===== config.mk =====
export PLATFORM = sky130hd
export DESIGN_NAME = pid_dispatch_top
export DESIGN_NICKNAME = d
export VERILOG_FILES = /design/src/rtl/dispatch_pkg.sv /design/src/rtl/instr_dispatcher.sv /design/src/rtl/instr_output.sv /design/src/rtl/pid_dispatch_top.sv /design/src/rtl/route_table.sv /design/src/rtl/sample_fifo.sv
export SDC_FILE = /design/constraint.sdc
export NUM_CORES = 1
export LEC_CHECK = 0
export BUFFER_PORTS_ARGS = -buffer_cell sky130_fd_sc_hd__clkbuf_2
export CORE_MARGIN = 2
export CORE_UTILIZATION = 54
export CTS_CLUSTER_SIZE = 24
export DETAILED_ROUTE_END_ITERATION = 16
export PLACE_DENSITY_LB_ADDON = 0.15
export SETUP_SLACK_MARGIN = 0.1
export SYNTH_ARGS = -nofsm -noshare
export SYNTH_HDL_FRONTEND = slang
export SYNTH_SLANG_ARGS = --single-unit
export TNS_END_PERCENT = 1

===== constraint.sdc =====
create_clock -name clk_in -period 4 [get_ports clk_in]
set_input_delay 0.8 -clock clk_in [delete_from_list [all_inputs] [get_ports clk_in]]
set_output_delay 0.8 -clock clk_in [all_outputs]
set_load 0.01 [all_outputs]

===== src/rtl/dispatch_pkg.sv =====
package dispatch_pkg;

   // ------------------------------
   // Index widths
   // ------------------------------

   // Source tag width, up to 32 sources
   localparam int SRC_IDX_W = 5;

   // Output channel index width, up to 32 channels
   localparam int CHAN_IDX_W = 5;

   // ------------------------------
   // Configuration registers
   // ------------------------------

   localparam int CFG_ADDR_W = 4;

   // Per-channel enable
   localparam logic [CFG_ADDR_W-1:0] CFG_ADDR_ENABLE = 4'h0;

   // Per-channel source select
   localparam logic [CFG_ADDR_W-1:0] CFG_ADDR_ROUTE = 4'h1;

   // Bit positions inside the data word
   localparam int CFG_EN_BIT = 0;
   localparam int CFG_NULL_BIT = SRC_IDX_W;

   // ------------------------------
   // Configuration data word
   // ------------------------------

   // Enable view: bits 7..1 unused, bit 0 enable
   // Route view: bits 7..6 unused, bit 5 null flag, bits 4..0 source
   typedef union packed {
      logic [7:0] en_view;
      logic [7:0] route_view;
   } cfg_word_u;

endpackage


===== src/rtl/instr_dispatcher.sv =====
module instr_dispatcher #(
   parameter int N_CHAN = 8,
   parameter int DATA_W = 18
) (
   input  logic                                clk_in,
   input  logic                                reset,
   input  logic                                head_valid,
   input  logic [dispatch_pkg::SRC_IDX_W-1:0]  head_src,
   input  logic [DATA_W-1:0]                   head_data,
   input  logic [N_CHAN-1:0]                   active_mask,
   input  logic                                credit_ok,
   output logic                                pop,
   output logic                                issue,
   output logic [dispatch_pkg::CHAN_IDX_W-1:0] issue_chan,
   output logic [DATA_W-1:0]                   issue_data
);

   // ------------------------------
   // Walk state
   // ------------------------------

   // Channels already issued for the head sample
   logic [N_CHAN-1:0] sent;

   // Source of the sample being walked
   logic [dispatch_pkg::SRC_IDX_W-1:0] walk_src;

   logic [N_CHAN-1:0] sent_live;
   logic [N_CHAN-1:0] remaining;
   logic [N_CHAN-1:0] pick_bit;
   logic              any_left;
   logic              last_one;

   // Sent bits only count for the source that started the walk
   assign sent_live = (walk_src == head_src) ? sent : '0;

   assign remaining = active_mask & ~sent_live;
   assign any_left = |remaining;

   // Lowest set bit of the remaining mask
   assign pick_bit = remaining & (~remaining + N_CHAN'(1));

   // At most one bit left means this pick finishes the sample
   assign last_one = ((remaining & (remaining - N_CHAN'(1))) == '0);

   // ------------------------------
   // Channel pick
   // ------------------------------

   // Scan down so the lowest channel wins
   always_comb begin
      issue_chan = '0;
      for (int i = N_CHAN - 1; i >= 0; i--) begin
         if (remaining[i]) begin
            issue_chan = dispatch_pkg::CHAN_IDX_W'(i);
         end
      end
   end

   // Nothing goes out without a downstream credit
   assign issue = head_valid && credit_ok && any_left;
   assign issue_data = head_data;

   // Empty mask pops at once, no credit needed
   assign pop = head_valid && (!any_left || (issue && last_one));

   // ------------------------------
   // Sent mask update
   // ------------------------------

   always_ff @(posedge clk_in) begin
      if (reset) begin
         sent <= '0;
         walk_src <= '0;
      end else if (pop) begin
         // Next sample starts with a clean mask
         sent <= '0;
      end else if (issue) begin
         sent <= sent_live | pick_bit;
         walk_src <= head_src;
      end
   end

endmodule


===== src/rtl/instr_output.sv =====
module instr_output #(
   parameter int N_CHAN = 8,
   parameter int DATA_W = 18,
   parameter int OUT_CREDITS = 2
) (
   input  logic                                clk_in,
   input  logic                                reset,
   input  logic                                issue,
   input  logic [dispatch_pkg::CHAN_IDX_W-1:0] issue_chan,
   input  logic [DATA_W-1:0]                   issue_data,
   input  logic                                o_credit,
   output logic                                credit_ok,
   output logic                                dv_out,
   output logic [dispatch_pkg::CHAN_IDX_W-1:0] chan_out,
   output logic [DATA_W-1:0]                   data_out
);

   localparam int CNT_W = $clog2(OUT_CREDITS + 1);
   localparam logic [CNT_W-1:0] CNT_MAX = CNT_W'(OUT_CREDITS);

   // Channels past N_CHAN never reach the outputs
   localparam logic [dispatch_pkg::CHAN_IDX_W:0] CHAN_LIM = (dispatch_pkg::CHAN_IDX_W + 1)'(N_CHAN);

   // ------------------------------
   // Output credits
   // ------------------------------

   logic [CNT_W-1:0] credit_cnt;
   logic             chan_ok;

   assign credit_ok = (credit_cnt != '0);

   always_ff @(posedge clk_in) begin
      if (reset) begin
         credit_cnt <= CNT_MAX;
      end else begin
         case ({issue, o_credit})
            2'b10: credit_cnt <= credit_cnt - 1'b1;
            // Saturate on a stray return
            2'b01: credit_cnt <= (credit_cnt == CNT_MAX) ? CNT_MAX : credit_cnt + 1'b1;
            // Spend and return together leave the count alone
            default: credit_cnt <= credit_cnt;
         endcase
      end
   end

   // ------------------------------
   // Instruction register
   // ------------------------------

   assign chan_ok = ({1'b0, issue_chan} < CHAN_LIM);

   always_ff @(posedge clk_in) begin
      if (reset) begin
         dv_out <= 1'b0;
      end else begin
         dv_out <= issue && chan_ok;
      end
   end

   // Payload holds between instructions
   always_ff @(posedge clk_in) begin
      if (issue) begin
         chan_out <= issue_chan;
         data_out <= issue_data;
      end
   end

endmodule


===== src/rtl/pid_dispatch_top.sv =====
module pid_dispatch_top #(
   parameter int N_SRC = 8,
   parameter int N_CHAN = 8,
   parameter int DATA_W = 18,
   parameter int FIFO_DEPTH = 4,
   parameter int OUT_CREDITS = 2
) (
   input  logic                                clk_in,
   input  logic                                reset,
   // Sample input
   input  logic                                s_valid,
   input  logic [dispatch_pkg::SRC_IDX_W-1:0]  s_src,
   input  logic [DATA_W-1:0]                   s_data,
   output logic                                s_credit,
   // Configuration
   input  logic                                cfg_wr,
   input  logic [dispatch_pkg::CFG_ADDR_W-1:0] cfg_addr,
   input  logic [dispatch_pkg::CHAN_IDX_W-1:0] cfg_chan,
   input  dispatch_pkg::cfg_word_u             cfg_data,
   // Instruction output
   output logic                                dv_out,
   output logic [dispatch_pkg::CHAN_IDX_W-1:0] chan_out,
   output logic [DATA_W-1:0]                   data_out,
   input  logic                                o_credit
);

   // ------------------------------
   // Internal wires
   // ------------------------------

   logic                                head_valid;
   logic [dispatch_pkg::SRC_IDX_W-1:0]  head_src;
   logic [DATA_W-1:0]                   head_data;
   logic                                pop;
   logic [N_CHAN-1:0]                   active_mask;
   logic                                credit_ok;
   logic                                issue;
   logic [dispatch_pkg::CHAN_IDX_W-1:0] issue_chan;
   logic [DATA_W-1:0]                   issue_data;

   // Sample queue
   sample_fifo #(.DATA_W(DATA_W), .FIFO_DEPTH(FIFO_DEPTH)) sample_fifo_inst (
      .clk_in(clk_in), .reset(reset), .s_valid(s_valid), .s_src(s_src), .s_data(s_data),
      .pop(pop), .head_valid(head_valid), .head_src(head_src), .head_data(head_data),
      .s_credit(s_credit));

   // Decode
   route_table #(.N_SRC(N_SRC), .N_CHAN(N_CHAN)) route_table_inst (
      .clk_in(clk_in), .reset(reset), .cfg_wr(cfg_wr), .cfg_addr(cfg_addr),
      .cfg_chan(cfg_chan), .cfg_data(cfg_data), .head_src(head_src),
      .active_mask(active_mask));

   // Execute
   instr_dispatcher #(.N_CHAN(N_CHAN), .DATA_W(DATA_W)) instr_dispatcher_inst (
      .clk_in(clk_in), .reset(reset), .head_valid(head_valid), .head_src(head_src),
      .head_data(head_data), .active_mask(active_mask), .credit_ok(credit_ok),
      .pop(pop), .issue(issue), .issue_chan(issue_chan), .issue_data(issue_data));

   // Result
   instr_output #(.N_CHAN(N_CHAN), .DATA_W(DATA_W), .OUT_CREDITS(OUT_CREDITS))
      instr_output_inst (
      .clk_in(clk_in), .reset(reset), .issue(issue), .issue_chan(issue_chan),
      .issue_data(issue_data), .o_credit(o_credit), .credit_ok(credit_ok),
      .dv_out(dv_out), .chan_out(chan_out), .data_out(data_out));

endmodule


===== src/rtl/route_table.sv =====
module route_table #(
   parameter int N_SRC = 8,
   parameter int N_CHAN = 8
) (
   input  logic                                  clk_in,
   input  logic                                  reset,
   input  logic                                  cfg_wr,
   input  logic [dispatch_pkg::CFG_ADDR_W-1:0]   cfg_addr,
   input  logic [dispatch_pkg::CHAN_IDX_W-1:0]   cfg_chan,
   input  dispatch_pkg::cfg_word_u               cfg_data,
   input  logic [dispatch_pkg::SRC_IDX_W-1:0]    head_src,
   output logic [N_CHAN-1:0]                     active_mask
);

   // Select widths for the local arrays
   localparam int CSEL_W = (N_CHAN > 1) ? $clog2(N_CHAN) : 1;
   localparam int SSEL_W = (N_SRC > 1) ? $clog2(N_SRC) : 1;

   // Stored route entry is the null flag above the source index
   localparam int SEL_W = dispatch_pkg::SRC_IDX_W + 1;
   localparam logic [SEL_W-1:0] NULL_SEL = {1'b1, {(SEL_W - 1){1'b0}}};

   // ------------------------------
   // Configuration state
   // ------------------------------

   logic [N_CHAN-1:0] chan_en;
   logic [SEL_W-1:0]  chan_sel [N_CHAN];

   // One row per source, one bit per channel it drives
   logic [N_CHAN-1:0] src_map [N_SRC];

   // ------------------------------
   // Write decode
   // ------------------------------

   logic              wr_ok;
   logic [CSEL_W-1:0] wr_idx;
   logic [SEL_W-1:0]  new_sel;
   logic              new_live;
   logic [SEL_W-1:0]  old_sel;
   logic              old_live;
   logic              head_ok;

   // Channels at or above N_CHAN are ignored
   assign wr_ok = cfg_wr && (32'(cfg_chan) < N_CHAN);
   assign wr_idx = cfg_chan[CSEL_W-1:0];

   // Route view of the data word
   assign new_sel = cfg_data.route_view[dispatch_pkg::CFG_NULL_BIT:0];

   // Source beyond N_SRC counts as no source
   assign new_live = !new_sel[SEL_W-1] &&
                     (32'(new_sel[SEL_W-2:0]) < N_SRC);

   // Stored entries are always either live or NULL_SEL
   assign old_sel = chan_sel[wr_idx];
   assign old_live = !old_sel[SEL_W-1];

   always_ff @(posedge clk_in) begin
      if (reset) begin
         chan_en <= '0;
         for (int c = 0; c < N_CHAN; c++) begin
            chan_sel[c] <= NULL_SEL;
         end
         for (int s = 0; s < N_SRC; s++) begin
            src_map[s] <= '0;
         end
      end else if (wr_ok) begin
         case (cfg_addr)
            dispatch_pkg::CFG_ADDR_ENABLE: begin
               chan_en[wr_idx] <= cfg_data.en_view[dispatch_pkg::CFG_EN_BIT];
            end
            dispatch_pkg::CFG_ADDR_ROUTE: begin
               chan_sel[wr_idx] <= new_live ? new_sel : NULL_SEL;
               // Drop the channel from its old source row
               if (old_live) begin
                  src_map[old_sel[SSEL_W-1:0]][wr_idx] <= 1'b0;
               end
               // Later assignment wins when old and new source match
               if (new_live) begin
                  src_map[new_sel[SSEL_W-1:0]][wr_idx] <= 1'b1;
               end
            end
            default: begin
               // Unknown addresses change nothing
            end
         endcase
      end
   end

   // ------------------------------
   // Head lookup
   // ------------------------------

   assign head_ok = 32'(head_src) < N_SRC;

   // Combinational so a write is seen one cycle after cfg_wr
   assign active_mask = head_ok ? (src_map[head_src[SSEL_W-1:0]] & chan_en) : '0;

endmodule


===== src/rtl/sample_fifo.sv =====
module sample_fifo #(
   parameter int DATA_W = 18,
   parameter int FIFO_DEPTH = 4
) (
   input  logic                               clk_in,
   input  logic                               reset,
   input  logic                               s_valid,
   input  logic [dispatch_pkg::SRC_IDX_W-1:0] s_src,
   input  logic [DATA_W-1:0]                  s_data,
   input  logic                               pop,
   output logic                               head_valid,
   output logic [dispatch_pkg::SRC_IDX_W-1:0] head_src,
   output logic [DATA_W-1:0]                  head_data,
   output logic                               s_credit
);

   localparam int PTR_W = (FIFO_DEPTH > 1) ? $clog2(FIFO_DEPTH) : 1;
   localparam int CNT_W = $clog2(FIFO_DEPTH + 1);
   localparam logic [PTR_W-1:0] LAST_PTR = PTR_W'(FIFO_DEPTH - 1);

   // Storage, tag and data side by side
   logic [dispatch_pkg::SRC_IDX_W-1:0] src_mem [FIFO_DEPTH];
   logic [DATA_W-1:0]                  data_mem [FIFO_DEPTH];

   logic [PTR_W-1:0] wr_ptr;
   logic [PTR_W-1:0] rd_ptr;
   logic [CNT_W-1:0] count;
   logic             full;
   logic             push;
   logic             do_pop;

   assign full = (count == CNT_W'(FIFO_DEPTH));
   assign head_valid = (count != '0);
   assign do_pop = pop && head_valid;

   // Full queue still takes a sample when the head leaves this cycle
   assign push = s_valid && (!full || do_pop);

   assign head_src = src_mem[rd_ptr];
   assign head_data = data_mem[rd_ptr];

   always_ff @(posedge clk_in) begin
      if (push) begin
         src_mem[wr_ptr] <= s_src;
         data_mem[wr_ptr] <= s_data;
      end
   end

   // Pointers wrap at FIFO_DEPTH, which need not be a power of two
   always_ff @(posedge clk_in) begin
      if (reset) begin
         wr_ptr <= '0;
         rd_ptr <= '0;
         count <= '0;
         s_credit <= 1'b0;
      end else begin
         if (push) begin
            wr_ptr <= (wr_ptr == LAST_PTR) ? '0 : wr_ptr + 1'b1;
         end
         if (do_pop) begin
            rd_ptr <= (rd_ptr == LAST_PTR) ? '0 : rd_ptr + 1'b1;
         end
         count <= count + CNT_W'(push) - CNT_W'(do_pop);
         // One credit back per freed entry
         s_credit <= do_pop;
      end
   end

endmodule


==> flow_summary.ini <==
[logic_synthesis]
syn_inst = 828
syn_avg_cell_area_um2 = 12.5
synth_area_leaders = edfxtp_1 (42%), dfxtp_1 (19%), mux4_2 (5.9%), mux2i_1 (3.1%), o211ai_1 (3.0%)
yosysWarnings = 0
netlist.area_leader.share = 0.419
syn_area_um2 = 10400
ys_ff_latch = 243
synth_edf_count = 145
synthMostInstantiatedCell = edfxtp_1
synth_cell_type_count = 65
synth_top_area_cell = edfxtp_1
synthTopCellsByCount = edfxtp_1 (145), dfxtp_1 (98), nand2_1 (76), o21ai_0 (61), o211ai_1 (41)
synthArstFlopShare = 0
synthFlopType = edfxtp_1
synth-seq-area-share = 0.608

[critical_path]
cp.required_ps = 4410
end_kind = register
crit_fanout = 8
worstSetupStartpointType = register
cp.arrival_ps = 4570
path_class = register to register

[sta]
timing.fmax_mhz = 240
fin_worst_skew_ps = 23.6
worst_slew_pin_slew_ps = 1120
period_share = 1.04
setup_ws_ps = -160
hold_violations = 0
rsz0062_at_grt = true
setup-tns-final_ps = -4290
slew_viol_final = 0
fin_crit_ps = 4160
slew_headroom = 0.252
setup_viol = 94

[power_and_ir_drop]
leakagePower_nw = 4.51
ir_drop_mv = 0.406
p_total_mw = 6.88
power_density_nw_per_um2 = 553

[final_layout]
fin_area_um2 = 12400
antenna_cells = 0
syn_to_final_growth_pct = 19.8
layout.nets = 1002
drive_above_1_share = 0.264

[die]
dieWidth_um = 143
initial_utilization = 0.553
core-area_um2 = 18800
die_area_um2 = 20400
num_io_pins = 70
die_h_um = 143
fp-row-count = 50

[clocking]
htree_levels = 1
holdBufCountCts = 0
cts.sinks = 243
cts_buffers = 26
clock_latency_ps = 550
clk_pin_slew_worst_paths_ps = 60
cts_tree = built
clockRootBuffer = clkbuf_16
clockBufferDepth = 3

[drt]
wl_per_cell_um = 21.7
drc = 0
ant_nets = 0
num_vias = 7523
routed_wl_mm = 26.0
drt-initial-drc-count = 704
dr.pass1.iters = 5
vias_per_cell = 6.26

[global_route]
first_global_vias = 7387
grt_usage = 0.259
grt_overflow = 0
grt_max_degree = 52
grt_antenna_before_repair = 0
grt_pass1_wl_mm = 40.4

[outcome]
status = finished with violations
violations = setup timing

[placed_design]
placed_cell_area_um2 = 11300
gp_congestion = 0.953
portBuffers = 65
hpwl_mm = 17.3

[hold_path]
hp-class = register to register

[flow_run]
drv_cap = 0
cell type report:
cell class / instances / area, um^2
tap: 234 / 293
multi-input combinational: 512 / 3920
timing repair buffer: 136 / 1010
inverter: 28 / 105
sequential: 243 / 6320
fill: 1389 / 6320
clock inverter: 15 / 124
clock buffer: 33 / 677
cells by family (layout without fill, tap and decap cells):
family	Yosys count	count (layout)	share of synthesized area
DFF	243	243	0.608
and+or+nand+nor	235	235	0.112
AOI/OAI and AO/OA	187	187	0.127
buffers and inverters	74	212	0.0316
muxes	68	68	0.0995
adders and majority gates	10	10	0.0128
xor gates and xnor gates	10	10	0.00843
other	1	2	0.000361
per-layer routing:
| metal | global-route usage | vias up | wire, um |
|---|---|---|---|
| li1 | - | 3399 | - |
| met1 | 0.369 | 3695 | 10900 |
| met2 | 0.409 | 365 | 12100 |
| met3 | 0.0416 | 64 | 2200 |
| met4 | 0.0870 | 0 | 864 |
| met5 | 0 | - | 0 |
report_power, final:
part	internal (mW)	switching, mW	total, mW	leakage [nW]
registers	2.84	0.143	2.98	2.14
logic	0.841	0.825	1.67	2.00
clock network	1.27	0.968	2.24	0.380
total	4.95	1.94	6.88	4.51
worst max-delay path, cell delays in order (launching register included):
cell     delay, ps
dfxtp_2        330
mux4_2         560
buf_12         180
mux2i_1        130
mux4_2         510
or2_4          280
a31oi_4        270
nor4_4         100
and3_4         170
nor2b_1        130
a31o_4         230
ha_4           210
inv_2           60
ha_4           120
inv_2           30
fa_2           320
xor2_1         190
xnor2_1        140
nor2_1          60
path summary, 6_finish.rpt:
check	start	end	slack (ps)	cells after the start
max	register	sample_fifo_inst.count[2]	-160	18
min reg2reg	instr_dispatcher_inst.walk_src[0]	instr_dispatcher_inst.walk_src[0]	470	2
min	instr_dispatcher_inst.walk_src[0]	instr_dispatcher_inst.walk_src[0]	470	2
max reg2reg	register	sample_fifo_inst.count[2]	-160	18
metrics by stage:
step | worst slack (ps) | util | hold WS, ps | std cells
global route | -346 | 0.663 | 464 | 1201
floorplan | -139 | - | 438 | 829
global placement | -110 | 0.605 | 448 | 1139
CTS | -160 | 0.658 | 452 | 1197
finish | -160 | 0.663 | 471 | 1201
detailed placement | -219 | 0.605 | 466 | 1139
state kept, by name, summed over array words and instances (netlist names), 2 cells and up, named ones only:
register and flops:
sample_fifo_inst.count 3, sample_fifo_inst.rd_ptr 2, sample_fifo_inst.data_mem 72, instr_dispatcher_inst.walk_src 5, route_table_inst.chan_sel 32, instr_output_inst.credit_cnt 2
instr_output_inst.chan_out 3, sample_fifo_inst.wr_ptr 2, sample_fifo_inst.src_mem 20, route_table_inst.chan_en 8, route_table_inst.src_map 64, instr_dispatcher_inst.sent 8
instr_output_inst.data_out 18
timing repair:
| action | in CTS | in global routing |
|---|---|---|
| gates resized for setup | 17 | 10 |
| setup endpoints to repair | 94 | 96 |
| gates cloned | 1 | 0 |
| hold endpoints to repair | 0 | 0 |
| setup buffers | 9 | 4 |
| pin swaps | 10 | 7 |
placed cells by master, fill, tap and decap left out, types with 19 or more instances in the layout:
cell type  Yosys  routed
dfxtp_1       98      96
nand2_1       76      76
o21ai_0       61      61
clkbuf_16      0      26
nor3_1        20      19
mux2i_1       32      32
o211ai_1      41      41
clkbuf_2       0      65
inv_1         28      25
mux4_2        27      27
buf_4          4      58
nor2_1        38      37
nand3_1       27      26
edfxtp_1     145     145
(Power assumes the default switching activity.)
